==> config.mk <==
export PLATFORM = sky130hd
export DESIGN_NAME = bitmap_addr
export DESIGN_NICKNAME = d
export VERILOG_FILES = /design/src/disp_pkg.sv /design/src/bitmap_addr.sv
export VERILOG_INCLUDE_DIRS = /design/src /design/src/src
export SDC_FILE = /design/constraint.sdc
export NUM_CORES = 1
export LEC_CHECK = 0
export BUFFER_PORTS_ARGS = -buffer_cell sky130_fd_sc_hd__buf_2
export CAP_MARGIN = 20
export CORE_ASPECT_RATIO = 0.7
export CORE_MARGIN = 2
export CORE_UTILIZATION = 49
export DETAILED_ROUTE_END_ITERATION = 12
export HOLD_SLACK_MARGIN = 0.02
export MAX_ROUTING_LAYER = met4
export PLACE_DENSITY = 0.91
export SLEW_MARGIN = 5
export SYNTH_ARGS = -nofsm -noshare
export SYNTH_HDL_FRONTEND = slang
export SYNTH_SLANG_ARGS = --single-unit
==> constraint.sdc <==
create_clock -name clk_sys -period 3 [get_ports clk_sys]
set_input_delay 0.15 -clock clk_sys [delete_from_list [all_inputs] [get_ports clk_sys]]
set_output_delay 0.15 -clock clk_sys [all_outputs]
set_load 0.01 [all_outputs]
==> src/fbgfx_defs.svh <==
// framebuffer graphics subsystem
// screen timing, framebuffer geometry and pipeline latencies
`ifndef FBGFX_DEFS_SVH
`define FBGFX_DEFS_SVH

`define CORDW     16   // signed coordinate width

// small test video mode, active region first then blanking
`define H_ACTIVE  160
`define H_TOTAL   200
`define V_ACTIVE  120
`define V_TOTAL   130

// framebuffer geometry and placement on screen
`define FB_WIDTH  64
`define FB_HEIGHT 48
`define FB_SCALE  2
`define FB_OFFX   16
`define FB_OFFY   12
`define FB_PIXELS (`FB_WIDTH * `FB_HEIGHT)
`define FB_ADDRW  $clog2(`FB_PIXELS)

`define CIDXW     4    // colour index bits
`define CHANW     4    // bits per colour channel

`define LAT_ADDR  3    // bitmap_addr pipeline depth
`define LAT_LB    3    // window lead: rd_en reg, linebuffer read, palette reg

`endif

==> src/disp_pkg.sv <==
// display types
// coordinates, colour words, palette and background bands
`include "fbgfx_defs.svh"

package disp_pkg;

    typedef logic signed [`CORDW-1:0] coord_t;
    typedef logic [`CIDXW-1:0] cidx_t;

    typedef struct packed {
        logic [`CHANW-1:0] r;
        logic [`CHANW-1:0] g;
        logic [`CHANW-1:0] b;
    } rgb_t;

    // raw view for the transparency compare, rgb view for output
    typedef union packed {
        logic [3*`CHANW-1:0] raw;
        rgb_t rgb;
    } colr_t;

    localparam colr_t PALETTE [16] = '{
        12'h223, 12'h526, 12'hB45, 12'hE85, 12'hFD7, 12'hAE6, 12'h3B6, 12'h276,
        12'h236, 12'h36B, 12'h4AF, 12'h7FF, 12'hFFF, 12'h9AC, 12'h578, 12'h335
    };
    localparam colr_t COLR_TRANS = PALETTE[0];  // index 0 shows background

    typedef struct packed {
        coord_t sy;   // first screen line of band
        colr_t colr;
    } bg_band_t;

    localparam bg_band_t BG_BANDS [4] = '{
        '{sy: 16'sd0,   colr: 12'h000},
        '{sy: 16'sd12,  colr: 12'h239},
        '{sy: 16'sd60,  colr: 12'h26C},
        '{sy: 16'sd108, colr: 12'h260}
    };

endpackage

==> src/bitmap_addr.sv <==
// bitmap address pipeline
// clips a draw coordinate, then y * width + x over three stages
`include "fbgfx_defs.svh"

module bitmap_addr import disp_pkg::*; (
    input  logic                 clk_sys,
    input  coord_t               x,
    input  coord_t               y,
    output logic [`FB_ADDRW-1:0] waddr,
    output logic                 clip
);

    coord_t x1, y1;
    logic clip1, clip2;
    logic [`FB_ADDRW-1:0] x2;
    logic [`FB_ADDRW-1:0] row_base;  // y * width

    always_ff @(posedge clk_sys) begin
        // stage 1, bounds check against bitmap
        x1    <= x;
        y1    <= y;
        clip1 <= (x < 0) || (x >= `FB_WIDTH) || (y < 0) || (y >= `FB_HEIGHT);

        // stage 2, row multiply
        row_base <= y1[`FB_ADDRW-1:0] * `FB_ADDRW'(`FB_WIDTH);
        x2       <= x1[`FB_ADDRW-1:0];
        clip2    <= clip1;

        // stage 3
        waddr <= row_base + x2;
        clip  <= clip2;
    end

endmodule

==> results of run 1 <==
==> cells in the final DEF, fill, tap and decap left out <==
| cell type | n |
|---|---|
| sky130_fd_sc_hd__buf_2 | 45 |
| sky130_fd_sc_hd__clkinvlp_4 | 1 |
| sky130_fd_sc_hd__xnor2_1 | 4 |
| sky130_fd_sc_hd__xor2_1 | 1 |
| sky130_fd_sc_hd__a211o_1 | 1 |
| sky130_fd_sc_hd__or4_1 | 1 |
| sky130_fd_sc_hd__clkinv_2 | 1 |
| sky130_fd_sc_hd__dfxtp_1 | 51 |
| sky130_fd_sc_hd__o21bai_1 | 1 |
| sky130_fd_sc_hd__o21ai_0 | 1 |
| sky130_fd_sc_hd__a211oi_1 | 1 |
| sky130_fd_sc_hd__a21oi_1 | 3 |
| sky130_fd_sc_hd__fa_1 | 1 |
| sky130_fd_sc_hd__ha_1 | 5 |
| sky130_fd_sc_hd__nand4_1 | 1 |
| sky130_fd_sc_hd__dlygate4sd3_1 | 18 |
| sky130_fd_sc_hd__clkbuf_8 | 5 |
| sky130_fd_sc_hd__inv_8 | 1 |
| sky130_fd_sc_hd__inv_1 | 5 |
| sky130_fd_sc_hd__nor4_1 | 4 |
| sky130_fd_sc_hd__a21o_1 | 2 |
==> where the power goes <==
group / total (W) / switching, W / internal, W
combinational: 0.000107 / 0.0000457 / 0.0000614
clock: 0.000376 / 0.000208 / 0.000168
sequential: 0.000732 / 0.0000111 / 0.000721
total: 0.00122 / 0.000264 / 0.000951
==> critical path, stage by stage, from the launching register on <==
cell and delay (ns):
sky130_fd_sc_hd__dfxtp_1 0.32, sky130_fd_sc_hd__ha_1 0.20, sky130_fd_sc_hd__inv_1 0.07, sky130_fd_sc_hd__fa_1 0.40
sky130_fd_sc_hd__inv_1 0.07, sky130_fd_sc_hd__a21o_1 0.11, sky130_fd_sc_hd__a21oi_1 0.07, sky130_fd_sc_hd__xnor2_1 0.12
==> metal layers <==
metal / GRT usage [%] / wire length (um) / up-vias
li1: - / - / 409
met1: 13.4 / 707 / 370
met2: 33.8 / 1260 / 45
met3: 7.58 / 182 / 6
met4: 9.79 / 46 / 0
met5: - / 0 / -
==> state kept, by name, summed over array words and instances, names as in the netlist <==
| register | cells |
|---|---|
| x1 | 12 |
| x2 | 12 |
| clip | 1 |
| waddr | 12 |
| clip2 | 1 |
| row_base | 6 |
| clip1 | 1 |
| y1 | 6 |
==> path summary, 6_finish.rpt <==
check,from,to,slack [ns],depth (start not counted)
max,x2[6],waddr[10],1.54,7
min,y[15],clip1,0.13,3
max reg2reg,x2[6],waddr[10],1.54,7
min reg2reg,x2[4],waddr[4],0.33,0
==> stage by stage <==
| step | setup slack [ns] | hold slack [ns] | power, W | utilization, % |
|---|---|---|---|---|
| after CTS | 1.53 | 0.122 | 0.00123 | 73.4 |
| after floorplan | 1.65 | 0.178 | 0.000788 | - |
| after global placement | 1.62 | 0.252 | 0.000830 | 62.3 |
| after global routing | 1.43 | 0.126 | 0.00127 | 73.4 |
| after detailed placement | 1.55 | 0.254 | 0.000838 | 62.3 |
| final | 1.54 | 0.129 | 0.00122 | 73.4 |
==> timing repair <==
item / CTS / global route
hold endpoints to repair: 18 / 0
buffers inserted: 0 / 0
hold buffers: 18 / 0
==> cell type report <==
class	instances	area share, %
clock buffers	5	3.81
clock inverters	3	1.32
inverters	5	1.04
multi-input cells	26	12.4
flip-flops and latches	51	56.6
well taps	34	2.36
repair buffers	63	22.5
==> kinds of logic (layout without fill, tap and decap cells) <==
group / after synthesis / in the layout
adders and majority gates: 6 / 6
xor gates and xnor gates: 5 / 5
AOI/OAI and AO/OA: 9 / 9
buffers and inverters: 5 / 76
DFF: 51 / 51
and+or+nand+nor: 6 / 6
==> metrics, run 1 <==
maximum number of pins on one net before global-route repair=18; fraction of the mapped netlist area in compound gates=around 4.7%; Antenna Cells=0; synth-to-layout area growth=42.8%; DRC violation count after routing=0; number of H-tree levels=2; initial drt markers=14; I/O pin cnt=46; overall die width=around 65 um; register area=just over 0.001 mm^2; placed cell area=about 0.0015 mm^2; worst IR drop on VDD=between 0.4 and 0.5 mV; RSZ-0062 raised after global routing=false; initial core utilization=about half; clock tree from TritonCTS=yes; gpl congestion=0.661; Min Clock Period, post-route=~1.5 ns; xor and xnor area share after synthesis=under 10%; adder-cell area share of the yosys netlist=under 10%; proportion of synthesized chip area in sequential cells=80.8%; most instantiated library cell after synthesis=sky130_fd_sc_hd__dfxtp_1; number of port buffers=45; crit path max fanout=3; share of flip-flops with an asynchronous set or reset after synthesis=0%; antenna violations before repair=0; clk sinks=between 50 and 60; Placeable Area=around 0.0025 mm^2; instance count of the mapped netlist=82; #FFs+latches synth=51; Post-synth EDFFs=0; highest clock rate=684 MHz; clock slew seen by the registers of the worst setup and hold paths=0.09 ns; Hold WC Path Type=input pin to flop; Syn Area/Cell=~15 um^2; Worst EP arrival=~1.7 ns; Inserted Clock Buffers=5; number of rows in the core area=15; worst path required time=approximately 3.2 ns; Yosys warnings=0; fraction of final layout cells sized beyond drive strength 1=around a third; number of nets in the finished design=191; main area contributors after synthesis=sky130_fd_sc_hd__dfxtp_1 81%, sky130_fd_sc_hd__ha_1 5.0%, sky130_fd_sc_hd__xnor2_1 2.8%, sky130_fd_sc_hd__nor4_1 2.0%, sky130_fd_sc_hd__fa_1 1.6%; clock insertion delay at the later pin of the skew report=0.29 ns; final clock period utilization by the worst path=48.8%; Overflow after GRT=0; flip-flop cell with the highest count after synthesis=sky130_fd_sc_hd__dfxtp_1; mux share of post-synthesis cell area=0%; combined area of the multi-input logic cells=approximately 220 um^2; Worst Path Class, Setup=flop to flop; number of search-and-repair iterations in the first detailed-routing pass=4; Slew headroom=just under 80%; placed cell count=approximately 160; measured slew at the worst slew-check pin=0.308 ns; Vert. Die Dim=46.5 um; Via Count=830; most instantiated cells after synthesis=51 x sky130_fd_sc_hd__dfxtp_1, 5 x sky130_fd_sc_hd__ha_1, 5 x sky130_fd_sc_hd__inv_1, 4 x sky130_fd_sc_hd__nor4_1, 4 x sky130_fd_sc_hd__xnor2_1; total die area=around 0.003 mm^2; Netlist Area Pre-Place=roughly 0.0013 mm^2; leading area contributor after synthesis=sky130_fd_sc_hd__dfxtp_1; power density cells=about 670 mW/mm^2; HPWL after detailed placement=1510 um; Max Slew Vio Count=0; average wire length per cell after detail routing=11.8 um; number of fillers in the final layout=165; Unique masters post-synth=15; Bufs on Longest Clock Path=2; antenna-violating nets left=0; fin cells=187; post-detailed-route via-to-cell ratio=roughly 4.4; net count after synthesis=~120; outcome=finished clean; first-pass GRT wire length=3440 um; reported max-cap violation count=0; number of global-route vias before repair=about 860; area share of the leading cell type in the synthesized netlist=80.8%; combinational family with the most area after synthesis=adder cells; Worst Setup Start Kind=flop; CTS-repair resized insts=0; Setup crit end kind=flop; simple-gate share of the synthesized area=about 3%; number of endpoints with negative hold slack in the final report=0; area of all placed cells without fillers=roughly 0.0018 mm^2; cell at the root of the clock tree=sky130_fd_sc_hd__clkbuf_8; Total Neg Setup Slack=0 ns; clock tree skew after final layout=just over 0.006 ns; total track usage=17.2%; number of endpoints failing setup at the final stage=0; Leakage Power=0.838 nW; Post-Route WL=approximately 2200 um
No activity file was read; power rests on OpenSTA's default activity.
==> run 2, diff against run 1 <==
--- a/config.mk
+++ b/config.mk
@@ -6,15 +6,16 @@
 export SDC_FILE = /design/constraint.sdc
 export NUM_CORES = 1
 export LEC_CHECK = 0
+export ABC_AREA = 1
 export BUFFER_PORTS_ARGS = -buffer_cell sky130_fd_sc_hd__buf_2
 export CAP_MARGIN = 20
 export CORE_ASPECT_RATIO = 0.7
 export CORE_MARGIN = 2
-export CORE_UTILIZATION = 49
+export CORE_UTILIZATION = 47
 export DETAILED_ROUTE_END_ITERATION = 12
 export HOLD_SLACK_MARGIN = 0.02
 export MAX_ROUTING_LAYER = met4
-export PLACE_DENSITY = 0.91
+export PLACE_DENSITY = 0.88
 export SLEW_MARGIN = 5
 export SYNTH_ARGS = -nofsm -noshare
 export SYNTH_HDL_FRONTEND = slang
==> constraint.sdc (replaced) <==
create_clock -name clk_sys -period 1.5 [get_ports clk_sys]
set_input_delay 0.075 -clock clk_sys [delete_from_list [all_inputs] [get_ports clk_sys]]
set_output_delay 0.075 -clock clk_sys [all_outputs]
set_load 0.01 [all_outputs]
==> run 2 against run 1 <==
Net effect:
- count of clock-buffer cells in the layout stayed put
- largest power group unchanged
- worst setup slack worse by 1.5 ns
- clock power increased by 92%
- routed wire length rose by 4.1%
- sequential cell count is the same
- cell count grew 12%
- sequential power grew 99%
- cell area rose by 3.4%
- highest routed layer unchanged
- worst hold slack got worse by 0.090 ns
- sequential share of layout area down 1.9 points
- register-to-register slack worse by 1.5 ns
- synthesized area increased by 5.0%
==> metrics, run 2 <==
flip-flop cell with the highest count after synthesis=sky130_fd_sc_hd__dfxtp_1; number of rows in the core area=16 (+1); initial core utilization=48.4% (-3.0 points); most instantiated cells after synthesis=51 x sky130_fd_sc_hd__dfxtp_1, 12 x sky130_fd_sc_hd__nand2_1, 12 x sky130_fd_sc_hd__nor2_1, 9 x sky130_fd_sc_hd__inv_1, 5 x sky130_fd_sc_hd__ha_1; Reg2Reg Capture Point=waddr[10]; reported max-cap violation count=0 (unchanged); antenna-violating nets left=0 (unchanged); Leakage Power=0.892 nW (+6.4%); clock insertion delay at the later pin of the skew report=0.30 ns (about the same); most instantiated library cell after synthesis=sky130_fd_sc_hd__dfxtp_1; Antenna Cells=0 (unchanged); Unique masters post-synth=15 (unchanged); mux share of post-synthesis cell area=0% (unchanged); number of buffers inserted by post-CTS setup repair=0 (unchanged); DRC violation count after routing=0 (unchanged); Post-synth EDFFs=0 (unchanged); clk sinks=51 (unchanged); xor and xnor area share after synthesis=3.20% (-0.26 points); clock tree skew after final layout=0.00700 ns (+0.000872 ns); Worst EP arrival=1.65 ns (about the same); power density cells=1290 mW/mm^2 (+92%); net count after synthesis=143 (+18%); outcome=finished clean; worst IR drop on VDD=0.829 mV (+90%); endpoint of the worst hold-timing path=clip1; instance count of the mapped netlist=104 (+27%); area of all placed cells without fillers=0.00187 mm^2 (+3.4%); crit path max fanout=2 (-1); worst path required time=1.72 ns (-1.47 ns); cell at the root of the clock tree=sky130_fd_sc_hd__clkbuf_8; maximum number of pins on one net before global-route repair=16 (-2); Post-Route WL=2290 um (+4.1%); HPWL after detailed placement=1510 um (+0.12%); Netlist Area Pre-Place=0.00133 mm^2 (+5.0%); placed cell area=0.00160 mm^2 (+4.3%); simple-gate share of the synthesized area=9.71% (+6.6 points); final clock period utilization by the worst path=95.0% (+46 points); Worst Min Path Start=x[15]; share of flip-flops with an asynchronous set or reset after synthesis=0% (unchanged); Min Clock Period, post-route=1.43 ns (-0.0374 ns); synth-to-layout area growth=40.5%; number of nets in the finished design=213 (+12%); clock tree from TritonCTS=yes; Slew headroom=88.2% (+8.9 points); post-detailed-route via-to-cell ratio=4.41 (-0.55%); Vert. Die Dim=48.5 um (+4.2%); leading area contributor after synthesis=sky130_fd_sc_hd__dfxtp_1; fraction of the mapped netlist area in compound gates=1.13% (-3.5 points); CP peak stage delay=0.35 ns (-0.05 ns); clock slew seen by the registers of the worst setup and hold paths=0.08 ns (about the same); number of fillers in the final layout=215 (+30%); #FFs+latches synth=51 (unchanged); I/O pin cnt=46 (unchanged); Inserted Clock Buffers=5 (unchanged); Max Slew Vio Count=0 (unchanged); number of search-and-repair iterations in the first detailed-routing pass=4 (unchanged); Syn Area/Cell=12.8 um^2 (-17%); first-pass GRT wire length=3930 um (+14%); Total Neg Setup Slack=0 ns (unchanged); setup slack on the worst flop-to-flop path=0.07 ns (-1.46 ns); Bufs on Longest Clock Path=2 (unchanged); Worst Path Class, Setup=flop to flop; number of global-route vias before repair=997 (+16%); Placeable Area=0.00274 mm^2 (+12%); adder-cell area share of the yosys netlist=6.22% (-0.31 points); antenna violations before repair=0 (unchanged); Via Count=927 (+12%); Layout Utilization=68.0% (-5.4 points); highest clock rate=701 MHz (+2.6%); Yosys warnings=0 (unchanged); commonest non-fill, non-tap cell in the layout=sky130_fd_sc_hd__dfxtp_1; proportion of synthesized chip area in sequential cells=76.9% (-3.9 points); overall die width=67.5 um (+4.4%); length in cells of the worst reg-to-reg path=6 (-1); total die area=0.00327 mm^2 (+8.8%); area share of the leading cell type in the synthesized netlist=76.9% (-3.9 points); total track usage=17.4% (+0.22 points); gpl congestion=0.769 (+16%); top flop regs=waddr: 12 flops, x1: 12 flops, x2: 12 flops; average wire length per cell after detail routing=10.9 um (-7.3%); Slowest cell on crit path=sky130_fd_sc_hd__dfxtp_1; leading cell types in the layout, fill and taps excluded=51 x sky130_fd_sc_hd__dfxtp_1, 45 x sky130_fd_sc_hd__buf_2, 18 x sky130_fd_sc_hd__dlygate4sd3_1; Overflow after GRT=0 (unchanged); Worst Setup Start Kind=flop; number of H-tree levels=2 (unchanged); RSZ-0062 raised after global routing=false; combinational family with the most area after synthesis=simple AND/OR/NAND/NOR gates; initial drt markers=21 (+7); R2R Path Start=row_base[6]; number of port buffers=45 (unchanged); fraction of final layout cells sized beyond drive strength 1=32.8% (-1.9 points); Setup crit end kind=flop; Hold WC Path Type=input pin to flop; cell count of the worst hold path=5 (+2); number of endpoints failing setup at the final stage=0 (unchanged); worst path cell trace=ha_2 > inv_1 > fa_2 > nand3b_1 > nand2_1 > xor2_1; main area contributors after synthesis=sky130_fd_sc_hd__dfxtp_1 77%, sky130_fd_sc_hd__ha_1 4.7%, sky130_fd_sc_hd__nand2_1 3.4%, sky130_fd_sc_hd__nor2_1 3.4%, sky130_fd_sc_hd__inv_1 2.5%; number of endpoints with negative hold slack in the final report=0 (unchanged); measured slew at the worst slew-check pin=0.176 ns (-0.131 ns)
run 2: cell count changes in the layout (fill, tap and decap cells not counted), sizes merged, moves of 3 or more:
cell	before	now
nand3	0	4
nor2	0	12
nor4	4	0
nand2	0	13
inv	6	9
run 2: area by class of cell:
class / instances / area (um^2) / area share, %
repair buffers: 63 / 405 / 21.7
multi-input cells: 43 / 274 / 14.7
inverters: 10 / 37.5 / 2.01
well taps: 36 / 45.0 / 2.41
clock buffers: 5 / 68.8 / 3.69
clock inverters: 2 / 13.8 / 0.738
flip-flops and latches: 51 / 1020 / 54.7
run 2: per-layer routing:
metal	GRT usage (%)	wire length (um)	up-vias
met5	-	0	-
met4	11.2	90	0
met3	4.88	193	12
met2	30.7	1210	45
met1	15.9	791	415
li1	-	-	455
run 2: per-stage QoR:
step	power (W)	setup slack, ns	std cells	hold slack [ns]
finish	0.00241	0.0744	210	0.0397
global route	0.00253	0.00179	210	0.0668
CTS	0.00243	0.0304	210	0.0426
detailed placement	0.00169	0.0594	185	0.179
global placement	0.00167	0.184	185	0.178
floorplan	0.00159	0.210	104	0.103
run 2: timing repair:
item / in CTS / in global routing
hold buffers: 18 / 0
hold endpoints to repair: 19 / 0
endpoints found under the setup margin: 0 / 1
resized for setup: 0 / 2
run 2: worst max path at each step:
stage / to / cells past startpoint / startpoint / slack [ns]
5_1_grt: waddr[10] / 6 / row_base[6] / 0.002
6_report: waddr[10] / 6 / row_base[6] / 0.07
3_3_place_gp: waddr[10] / 6 / x2[6] / 0.18
4_1_cts: waddr[10] / 6 / row_base[6] / 0.03
2_1_floorplan: waddr[10] / 6 / x2[6] / 0.21
3_5_place_dp: waddr[10] / 6 / row_base[6] / 0.06
run 2: where the power goes:
group          internal (W)  switching, W
registers           0.00144     0.0000226
clock network      0.000319      0.000404
logic              0.000125      0.000102
run 2: critical path, delay by kind of cell (launching register included):
kind                     cells  cell delay [ns]
XOR/XNOR                     1             0.16
AND/OR/NAND/NOR              2             0.25
buffers and inverters        1             0.06
adder cells (fa/ha/maj)      2             0.54
flip-flops                   1             0.35
run 2: cell families (layout without fill, tap and decap cells):
logic type                 count (synthesis)  count (layout)
xor gates and xnor gates                   4               4
DFF                                       51              51
and+or+nand+nor                           30              30
buffers and inverters                     10              80
AOI/OAI and AO/OA                          3               3
adders and majority gates                  6               6
