[src/fbgfx_defs.svh]
// framebuffer graphics subsystem
// screen timing, framebuffer geometry and pipeline latencies
`ifndef FBGFX_DEFS_SVH
`define FBGFX_DEFS_SVH

`define CORDW     16   // signed coordinate width

// small test video mode, active region first then blanking
`define H_ACTIVE  160
`define H_TOTAL   200
`define V_ACTIVE  120
`define V_TOTAL   130

// framebuffer geometry and placement on screen
`define FB_WIDTH  64
`define FB_HEIGHT 48
`define FB_SCALE  2
`define FB_OFFX   16
`define FB_OFFY   12
`define FB_PIXELS (`FB_WIDTH * `FB_HEIGHT)
`define FB_ADDRW  $clog2(`FB_PIXELS)

`define CIDXW     4    // colour index bits
`define CHANW     4    // bits per colour channel

`define LAT_ADDR  3    // bitmap_addr pipeline depth
`define LAT_LB    3    // window lead: rd_en reg, linebuffer read, palette reg

`endif

[src/disp_pkg.sv]
// display types
// coordinates, colour words, palette and background bands
`include "fbgfx_defs.svh"

package disp_pkg;

    typedef logic signed [`CORDW-1:0] coord_t;
    typedef logic [`CIDXW-1:0] cidx_t;

    typedef struct packed {
        logic [`CHANW-1:0] r;
        logic [`CHANW-1:0] g;
        logic [`CHANW-1:0] b;
    } rgb_t;

    // raw view for the transparency compare, rgb view for output
    typedef union packed {
        logic [3*`CHANW-1:0] raw;
        rgb_t rgb;
    } colr_t;

    localparam colr_t PALETTE [16] = '{
        12'h223, 12'h526, 12'hB45, 12'hE85, 12'hFD7, 12'hAE6, 12'h3B6, 12'h276,
        12'h236, 12'h36B, 12'h4AF, 12'h7FF, 12'hFFF, 12'h9AC, 12'h578, 12'h335
    };
    localparam colr_t COLR_TRANS = PALETTE[0];  // index 0 shows background

    typedef struct packed {
        coord_t sy;   // first screen line of band
        colr_t colr;
    } bg_band_t;

    localparam bg_band_t BG_BANDS [4] = '{
        '{sy: 16'sd0,   colr: 12'h000},
        '{sy: 16'sd12,  colr: 12'h239},
        '{sy: 16'sd60,  colr: 12'h26C},
        '{sy: 16'sd108, colr: 12'h260}
    };

endpackage

[src/display_timing.sv]
// display timing generator
// raster counters with registered de, frame and line strobes
`include "fbgfx_defs.svh"

module display_timing import disp_pkg::*; (
    input  logic   clk_sys,
    input  logic   rst_sys,
    output coord_t sx,
    output coord_t sy,
    output logic   de,
    output logic   frame,
    output logic   line
);

    coord_t sx_nxt, sy_nxt;  // position on the next cycle

    always_comb begin
        sx_nxt = sx + 16'sd1;
        sy_nxt = sy;
        if (sx == `H_TOTAL - 1) begin  // end of line
            sx_nxt = '0;
            sy_nxt = (sy == `V_TOTAL - 1) ? '0 : sy + 16'sd1;
        end
    end

    // strobes decoded from next position so they line up with sx, sy
    always_ff @(posedge clk_sys) begin
        if (rst_sys) begin
            sx    <= '0;
            sy    <= '0;
            de    <= 1'b1;  // 0,0 is active
            frame <= 1'b1;
            line  <= 1'b1;
        end else begin
            sx    <= sx_nxt;
            sy    <= sy_nxt;
            de    <= (sx_nxt < `H_ACTIVE) && (sy_nxt < `V_ACTIVE);
            frame <= (sx_nxt == 0) && (sy_nxt == 0);
            line  <= (sx_nxt == 0);
        end
    end

endmodule

[config.mk]
export PLATFORM = sky130hd
export DESIGN_NAME = display_timing
export DESIGN_NICKNAME = d
export VERILOG_FILES = /design/src/disp_pkg.sv /design/src/display_timing.sv
export VERILOG_INCLUDE_DIRS = /design/src /design/src/src
export SDC_FILE = /design/constraint.sdc
export NUM_CORES = 1
export LEC_CHECK = 0
export ABC_CLOCK_PERIOD_IN_PS = 2850
export BUFFER_PORTS_ARGS = -buffer_cell sky130_fd_sc_hd__buf_2
export CAP_MARGIN = 30
export CORE_MARGIN = 2
export CORE_UTILIZATION = 50
export DETAILED_ROUTE_END_ITERATION = 6
export PLACE_DENSITY = 0.76
export SYNTH_ARGS = -nofsm -noshare
export SYNTH_HDL_FRONTEND = slang
export SYNTH_SLANG_ARGS = --single-unit
[constraint.sdc]
create_clock -name clk_sys -period 2.85 [get_ports clk_sys]
set_input_delay 0.1425 -clock clk_sys [delete_from_list [all_inputs] [get_ports clk_sys]]
set_output_delay 0.1425 -clock clk_sys [all_outputs]
set_load 0.01 [all_outputs]
==> results of run 1 <==
==> cell families after synthesis <==
group                    share of synthesized area
AND/OR/NAND/NOR                              0.366
AO/OA/AOI/OAI                               0.0807
buffers and inverters                       0.0558
multiplexers                                0.0206
adder cells (fa/ha/maj)                     0.0182
XOR/XNOR                                     0.119
flip-flops                                   0.340
==> per-layer routing <==
layer	vias to the layer above	wire, microns	share of wire
met5	-	0	0
met4	0	118	0.023
met2	78	2240	0.43
li1	996	-	-
met1	906	2460	0.48
met3	13	335	0.065
==> state kept, by name (all words and copies together) (netlist names) <==
| signal | flops |
|---|---|
| de | 1 |
| frame | 1 |
| line | 1 |
| sx | 16 |
| sy | 16 |
==> worst paths after layout <==
kind / end / slack (ps) / depth (start not counted)
worst max-delay path: de / 80 / 8
worst min-delay path: sx[2] / 250 / 2
worst max register to register: de / 80 / 8
worst min register to register: sx[0] / 470 / 1
==> cells in the final DEF (no fill, tap or decap), types with 2 or more instances in the layout <==
master     n
a21oi_1    9
a31oi_1    5
and2_1     4
and3_1    11
and4_1     2
buf_2     36
buf_4     24
clkbuf_8   6
dfxtp_1   32
dfxtp_2    3
ha_1       3
inv_1      3
mux2_2     2
nand2_1   19
nand3_1   10
nand3b_1   2
nand4_1    9
nor2_1    39
nor3_1    10
nor3b_1    2
nor4_1     5
nor4_4     3
nor4b_1    2
o21ai_0    5
or3_1      3
or4_4      4
xnor2_1   14
xor2_1    14
==> final cells by class <==
cell class | count | area share
Inverter | 3 | 0.00450
Clock inverter | 1 | 0.00200
Sequential cell | 35 | 0.282
Clock buffer | 6 | 0.0330
Tap cell | 50 | 0.0250
Timing Repair Buffer | 60 | 0.144
Multi-Input combinational cell | 197 | 0.510
==> per-stage QoR <==
| stage | instance area [sq um] | setup TNS [ps] | hold WS [ps] | std cells | util |
|---|---|---|---|---|---|
| finish | 2500 | 0 | 252 | 352 | 0.629 |
| global route | 2500 | -14.8 | 274 | 352 | 0.629 |
| CTS | 2490 | 0 | 254 | 352 | 0.627 |
| detailed placement | 2400 | 0 | 456 | 345 | 0.605 |
| global placement | 2400 | 0 | 450 | 345 | 0.605 |
| floorplan | 2090 | 0 | 323 | 250 | - |
==> power by group through the flow <==
stage | Combinational [uW] | Clock (uW) | Sequential, uW
final | 40.1 | 365 | 499
after floorplan | 26.7 | 0 | 513
after global placement | 39.4 | 0 | 510
after detailed placement | 39.8 | 0 | 510
after global routing | 44.1 | 388 | 500
after CTS | 40.1 | 370 | 499
==> metrics.csv, run 1 <==
metric,value,unit
status,"complete, no violations",
max-vdd-ir-drop,0.194,mV
post-synth-top-count-cell,nor2_1,
worst_pin_slew,563,ps
cp-start-kind,flop,
synth_top_cell_by_area,dfxtp_1,
synth.top_cell.area_share,0.340,
synth_area_leaders,"dfxtp_1 34%, nor2_1 7.1%, xnor2_1 5.9%, xor2_1 5.9%, nand2_1 3.5%",
dp_slack,97.4,ps
synth-edff-count,0,
first_pass_iters,4,
path_cells,"or4_4, buf_4, nor4_4, and3_1, and3b_1, o21ai_0, or4_1, a311oi_1",
numCtsBuffers,5,
netSwitchingPower,203,uW
drive_gt1_frac,0.288,
grt_max_degree,23,
drt_first_iter_violations,197,
die_area,4650,sq um
clock_sinks,35,
netlist_instances,250,
arrival,2970,ps
ant_nets,0,
power.density,362,nW/um^2
hp-start,rst_sys,
port_buffers,36,
yosysSeqAreaShare,0.340,
fin_ws,83.6,ps
grt_use_met2,0.340,
drt_wl_total,5.15,mm
maxSlewViolCount,0,
postSynthNetCount,255,
drc,0,
gp_congestion,0.933,
synthArstFlopShare,0,
clock-skew-final,6.36,ps
cts_buffer_depth,2,
vias,1993,
required,3060,ps
crit_fanout,5,
n_antenna_cell,0,
wl_per_cell,14.6,microns
area.growth.synth_to_final,21.2,%
leakage,0.00110,uW
ctsHoldBuffers,0,
pwr-share-seq,0.552,
ys_ff_latch,35,
setup_viol,0,
fin_crit_sh,0.971,
total_power,904,uW
cp_slowest_cell,or4_4,
dp_hpwl,3.84,mm
fp.dieW,68.2,microns
synthTopCellsByCount,"39 x nor2_1, 35 x dfxtp_1, 19 x nand2_1, 14 x xnor2_1, 14 x xor2_1",
cts_max_level,2,
initial_core_util,0.519,
io_pins,37,
n_fill_cell,368,
root_buffer,clkbuf_8,
hold_viol,0,
startpoint,sx[8],
vias_per_cell,5.66,
drv_cap,0,
cp-end-kind,flop,
clock_latency,290,ps
grt_use_met1,0.338,
syn_area_per_cell,8.25,sq um
grt_pass1_wl,8.09,mm
synthFlopType,dfxtp_1,
final_nets,307,
r2r_start,sx[8],
met3_usage,0.0510,
antenna_found_initial,0,
register_area,704,sq um
fin_crit,2770,ps
cts_resized,0,
cts_tree,yes,
num_rows,23,
power_frac_comb,0.044,
slowest_delay,540,ps
clk_pin_slew,70,ps
fmax,361,MHz
hp-class,input port to flop,
die-height,68.2,microns
clkPwrFrac,0.404,
post-cts-setup-buffer-count,0,
ys_warn_count,0,
grt_usage,0.236,
slew_headroom,0.621,
grt_remaining_overflow,0,
swShare,0.225,
synth_area,2060,sq um
core,3970,sq um
grt_busiest_layer,met2,
intPower,701,uW
synth_cell_types,47,
critical-path-top-delay-family,simple AND/OR/NAND/NOR gates,
multiInputGateArea,1270,sq um
critical_path_buf_inv_count,1,
path_class,flop to flop,
grt_pass1_vias,1655,
(Power assumes the default switching activity.)
==> run 2, diff against run 1 <==
- ABC_AREA: not set -> 1
- CAP_MARGIN: 30 -> 20
- CORE_UTILIZATION: 50 -> 51
==> metrics.csv, run 2 <==
metric,value,unit,change
max-vdd-ir-drop,0.288,mV,+49%
status,"complete, no violations",,
wl_per_cell,13.0,microns,-11%
syn_area_per_cell,6.28,sq um,-24%
post-cts-setup-buffer-count,0,,unchanged
antenna_found_initial,0,,unchanged
pwr-share-seq,0.530,,-0.022
grt_pass1_vias,2179,,+32%
required,3040,ps,-20 ps
numCtsBuffers,5,,unchanged
synthFlopType,dfxtp_1,,
synthArstFlopShare,0,,unchanged
reg.largest.list,"sx: 16 flops, sy: 16 flops",,
drt_first_iter_violations,236,,+20%
netlist_instances,380,,+52%
initial_core_util,0.537,,+0.0179
core,4440,sq um,+12%
synth_top_cell_by_area,dfxtp_1,,
fin_setup_tns,0,ps,unchanged
final_common_cell,nand2_1,,
n_antenna_cell,0,,unchanged
r2r_start,sx[0],,
layout_common_cells,"99 x nand2_1, 71 x nor2_1, 44 x inv_1, 36 x buf_2, 35 x dfxtp_1",,
cts_tree,yes,,
synthTopCellsByCount,"99 x nand2_1, 71 x nor2_1, 44 x inv_1, 35 x dfxtp_1, 31 x nand3_1",,
ys_warn_count,0,,unchanged
fmax,481,MHz,+33%
grt_pass1_wl,10.1,mm,+25%
gp_congestion,0.885,,-5.1%
startpoint,sx[0],,
hold_viol,0,,unchanged
drt_wl_total,6.11,mm,+19%
leakage,0.00135,uW,+23%
clock_sinks,35,,unchanged
ys_ff_latch,35,,unchanged
clkPwrFrac,0.434,,+0.030
drv_cap,0,,unchanged
worst_pin_slew,612,ps,+48.8 ps
cts_max_level,2,,unchanged
cts_resized,0,,unchanged
io_pins,37,,unchanged
dp_hpwl,4.60,mm,+20%
swShare,0.229,,+0.00348
num_rows,24,,+4.3%
clk_pin_slew,80,ps,about the same
first_pass_iters,5,,+1
ant_nets,0,,unchanged
synth_area_leaders,"dfxtp_1 29%, nand2_1 16%, nor2_1 11%, inv_1 6.9%, nand3_1 6.5%",,
postSynthNetCount,385,,+51%
synth_area,2390,sq um,+16%
cts_buffer_depth,2,,unchanged
intPower,728,uW,+3.9%
arrival,2260,ps,-710 ps
root_buffer,clkbuf_8,,
final_nets,423,,+38%
clock-skew-final,8.12,ps,+1.76 ps
grt_max_degree,34,,+48%
slew_headroom,0.592,,-0.0291
drc,0,,unchanged
die-height,72.4,microns,+6.1%
path_class,flop to flop,,
area.growth.synth_to_final,13.4,%,
vias_per_cell,5.38,,-4.9%
ctsHoldBuffers,0,,unchanged
grt_setup_unrepaired,no,,
netSwitchingPower,216,uW,+6.0%
synth.top_cell.area_share,0.294,,-0.0463
hp-class,input port to flop,,
power_frac_comb,0.036,,-0.008
grt_usage,0.247,,+0.0104
grt_remaining_overflow,0,,unchanged
final_util,0.609,,-0.0205
clock_latency,300,ps,about the same
cp-start-kind,flop,,
power.density,349,nW/um^2,-3.6%
fin_crit_sh,0.729,,-0.242
fp.dieW,72.4,microns,+6.1%
port_buffers,36,,unchanged
setup_viol,0,,unchanged
vias,2535,,+27%
synth_cell_types,30,,-36%
fin_crit,2080,ps,-689 ps
synth-edff-count,0,,unchanged
post-synth-top-count-cell,nand2_1,,
drive_gt1_frac,0.203,,-0.0852
hp-start,rst_sys,,
cp-end-kind,flop,,
die_area,5240,sq um,+13%
yosysSeqAreaShare,0.294,,-0.0463
crit_fanout,14,,+9
maxSlewViolCount,0,,unchanged
run 2: changes by cell type after synthesis, moves of 6 or more:
cell     before  now
nand2_1      19   99
inv_2         0    6
inv_1         3   44
nor2_4        0    9
nor2_1       39   71
nand2_2       0    7
and3_1       11    0
nor4_1        6    0
nor2_2        0    7
xor2_1       14    7
nand3_1      10   31
xnor2_1      14    1
run 2: path summary, 6_finish.rpt:
check	to	slack, ps	depth (start not counted)
max	de	770	14
min	sy[10]	340	2
max reg2reg	de	770	14
min reg2reg	sx[0]	520	1
run 2: critical path, stage by stage, from the launching register on:
cell and delay, ps:
dfxtp_1 390, ha_1 270, nand3_2 110, inv_1 70, nand2_1 80, nor2_4 320
nand2_1 90, o21ai_0 160, nand2_1 100, nor2_1 120, nor2_1 60, nand3_1 60
nand2_1 50, nand2_1 50, nand2_1 50
run 2: final cells by class:
| type | count | area, sq um |
|---|---|---|
| fillers | 469 | 1740 |
| multi-input cells | 289 | 1460 |
| flip-flops and latches | 35 | 701 |
| inverters | 51 | 196 |
| repair buffers | 36 | 180 |
| clock buffers | 8 | 100 |
| well taps | 52 | 65.1 |
run 2: logic make-up after synthesis:
kind of cell,Yosys count,synth area share
compound gates,19,0.0419
xor+xnor,8,0.0294
fa+ha+maj,3,0.0157
buf+inv,56,0.0933
flops,35,0.294
simple gates,259,0.526
run 2: per-layer routing:
metal  global-route usage  share of wire  vias to the layer above
met5                    0              0                        -
met4               0.0802          0.019                        0
met3               0.0542          0.069                       17
met2                0.358           0.43                      117
met1                0.362           0.48                     1129
li1                     -              -                     1272
run 2: power by group through the flow:
stage | Combinational, uW | Sequential, uW | Clock [uW]
after floorplan | 20.3 | 514 | 0
after global placement | 33.5 | 511 | 0
after detailed placement | 33.8 | 511 | 0
after CTS | 34.1 | 500 | 411
after global routing | 38.1 | 501 | 436
final | 33.7 | 500 | 409
run 2: through the flow:
| step | worst slack [ps] | total power [uW] | hold WS (ps) | std cells | cell area, sq um |
|---|---|---|---|---|---|
| after floorplan | 1110 | 534 | 423 | 380 | 2390 |
| after global placement | 844 | 545 | 488 | 463 | 2610 |
| after detailed placement | 797 | 545 | 510 | 463 | 2610 |
| after CTS | 777 | 946 | 348 | 471 | 2710 |
| after global routing | 583 | 975 | 380 | 471 | 2710 |
| final | 772 | 943 | 340 | 471 | 2710 |
==> run 3, diff against run 2 <==
- ABC_CLOCK_PERIOD_IN_PS: 2850 -> 2000
- CORE_UTILIZATION: 51 -> 55
- PLACE_DENSITY: 0.76 -> 0.78
- clock period: 2.85 -> 2 ns (I/O delays scaled with it)
==> metrics.csv, run 3 (same netlist as run 2, synthesis figures left out) <==
metric,value,unit,change
hp-class,input port to flop,,
grt_remaining_overflow,0,,unchanged
io_pins,37,,unchanged
grt_usage,0.270,,+0.0230
netSwitchingPower,316,uW,+47%
arrival,2100,ps,-160 ps
die_area,4880,sq um,-6.9%
gp_congestion,0.987,,+12%
intPower,1220,uW,+68%
holdPathEnd,sy[15],,
met3_usage,0.0577,,+0.00355
grt_max_degree,34,,unchanged
critical_path_buf_inv_count,0,,-1
crit_top_cell,nand2_1,,
wl_per_cell,13.2,microns,+1.6%
crit_fanout,5,,-9
core,4090,sq um,-8.1%
antenna_found_initial,0,,unchanged
grt_busiest_layer,met1,,
final_util,0.695,,+0.0864
grt_pass1_vias,2306,,+5.8%
layout_common_cells,"99 x nand2_1, 70 x nor2_1, 42 x inv_1, 36 x buf_2",,
clkPwrFrac,0.503,,+0.069
leakage,0.00142,uW,+5.0%
drv_cap,0,,unchanged
cp_slowest_cell,dfxtp_1,,
hold_viol,0,,unchanged
fp.dieW,69.9,microns,-3.5%
drt_wl_total,6.32,mm,+3.3%
root_buffer,clkbuf_8,,
multiInputGateArea,1490,sq um,+1.5%
dpl-instance-area,2670,sq um,+2.5%
r2r_start,sy[0],,
clock-skew-final,8.09,ps,-0.0242 ps
hp-start,rst_sys,,
fmax,538,MHz,+12%
dp_hpwl,4.79,mm,+4.2%
n_fill_cell,367,,-22%
register_area,706,sq um,+0.71%
vias,2552,,+0.67%
slew_headroom,0.595,,+0.00296
num_rows,23,,-4.2%
grt_pass1_wl,10.6,mm,+5.0%
slowest_delay,380,ps,about the same
vias_per_cell,5.33,,-1.0%
hold_depth,2,,unchanged
crit_cells,12,,-2
total_power,1540,uW,+63%
area.growth.synth_to_final,19.0,%,
cts_buffer_depth,2,,unchanged
fin_crit,1860,ps,-219 ps
final_common_cell,nand2_1,,
reg.largest.list,"sx: 16 flops, sy: 16 flops",,
numCtsBuffers,5,,unchanged
pwr-share-seq,0.463,,-0.067
max-vdd-ir-drop,0.495,mV,+72%
cts_max_level,2,,unchanged
cts_tree,yes,,
r2r_slack,140,ps,-630 ps
clk_pin_slew,80,ps,about the same
grt_use_met1,0.400,,+0.0377
final_nets,433,,+2.4%
drc,0,,unchanged
first_pass_iters,5,,unchanged
startpoint,sy[0],,
cp-end-kind,flop,,
critical-path-top-delay-family,simple AND/OR/NAND/NOR gates,,
ant_nets,0,,unchanged
setup_viol,0,,unchanged
required,2240,ps,-800 ps
swShare,0.206,,-0.0230
worst_pin_slew,607,ps,-4.44 ps
finalHoldWorstSlack,299,ps,-41.7 ps
path_cells,"ha_4, nand2_1, nor2_4, nand2_1, nor2_2, nand3_1, nand2_1, nand2_1, nor2_1, nand2_1, nand3b_1, nand2_1",,
die-height,69.9,microns,-3.5%
power.density,541,nW/um^2,+55%
power_frac_comb,0.034,,-0.002
cp-start-kind,flop,,
r2r_cells,12,,-2
path_class,flop to flop,,
maxSlewViolCount,0,,unchanged
clock_sinks,35,,unchanged
r2r-end,frame,,
initial_core_util,0.584,,+0.0470
drive_gt1_frac,0.247,,+0.0442
status,"complete, no violations",,
clock_latency,300,ps,about the same
stdcell_area,2840,sq um,+5.0%
port_buffers,36,,unchanged
drt_first_iter_violations,235,,-0.42%
grt_use_met2,0.392,,+0.0337
n_antenna_cell,0,,unchanged
fin_crit_sh,0.929,,+0.200
-- run 3: changes by cell type in the layout (fill, tap and decap cells not counted), moves of 2 or more --
cell / previous run / this run
buf_4: 0 / 10
bufinv_16: 0 / 2
clkbuf_8: 7 / 5
dfxtp_1: 35 / 31
dfxtp_2: 0 / 4
ha_1: 3 / 1
inv_1: 44 / 42
inv_2: 6 / 8
-- run 3: cell type report --
class                      instances  share of cell area
sequential                        35               0.248
inverter                          51              0.0691
multi-input combinational        289               0.523
tap                               50              0.0220
clock inverter                     3              0.0238
timing repair buffer              46              0.0898
clock buffer                       5              0.0242
-- run 3: power groups by stage --
stage | Sequential (uW) | Combinational (uW) | Clock, uW
global route | 713 | 58.2 | 811
detailed placement | 727 | 51.9 | 0
CTS | 711 | 52.7 | 781
finish | 712 | 53.0 | 773
floorplan | 733 | 28.9 | 0
global placement | 728 | 51.5 | 0
-- run 3: per-stage QoR --
stage | setup TNS [ps] | cells | worst slack (ps)
2_1_floorplan | 0 | 380 | 259
3_5_place_dp | 0 | 470 | 100
3_3_place_gp | 0 | 470 | 138
4_1_cts | 0 | 478 | 50.7
5_1_grt | -10.9 | 479 | -10.9
6_report | 0 | 479 | 141
-- run 3: worst max-delay path by stage --
stage	endpoint	slack (ps)
after floorplan	frame	260
after global placement	frame	140
after detailed placement	frame	100
after CTS	frame	50
after global routing	frame	-10
final	frame	140
-- run 3: worst register-to-register path, delay by kind of cell (launching register included) --
family | cells | cell delay [ps]
and+or+nand+nor | 11 | 1250
adders and majority gates | 1 | 180
DFF | 1 | 380
-- run 3: timing repair --
action,4_1_cts,5_1_grt
gates resized for setup,0,12
hold endpoints to repair,0,0
endpoints found under the setup margin,0,2
buffers inserted,0,1
hold buffers,0,0
-- run 3: per-layer routing --
layer	wire, microns	vias to the layer above
met2	2670	104
met5	0	-
met1	3020	1146
met3	527	11
li1	-	1291
met4	98	0
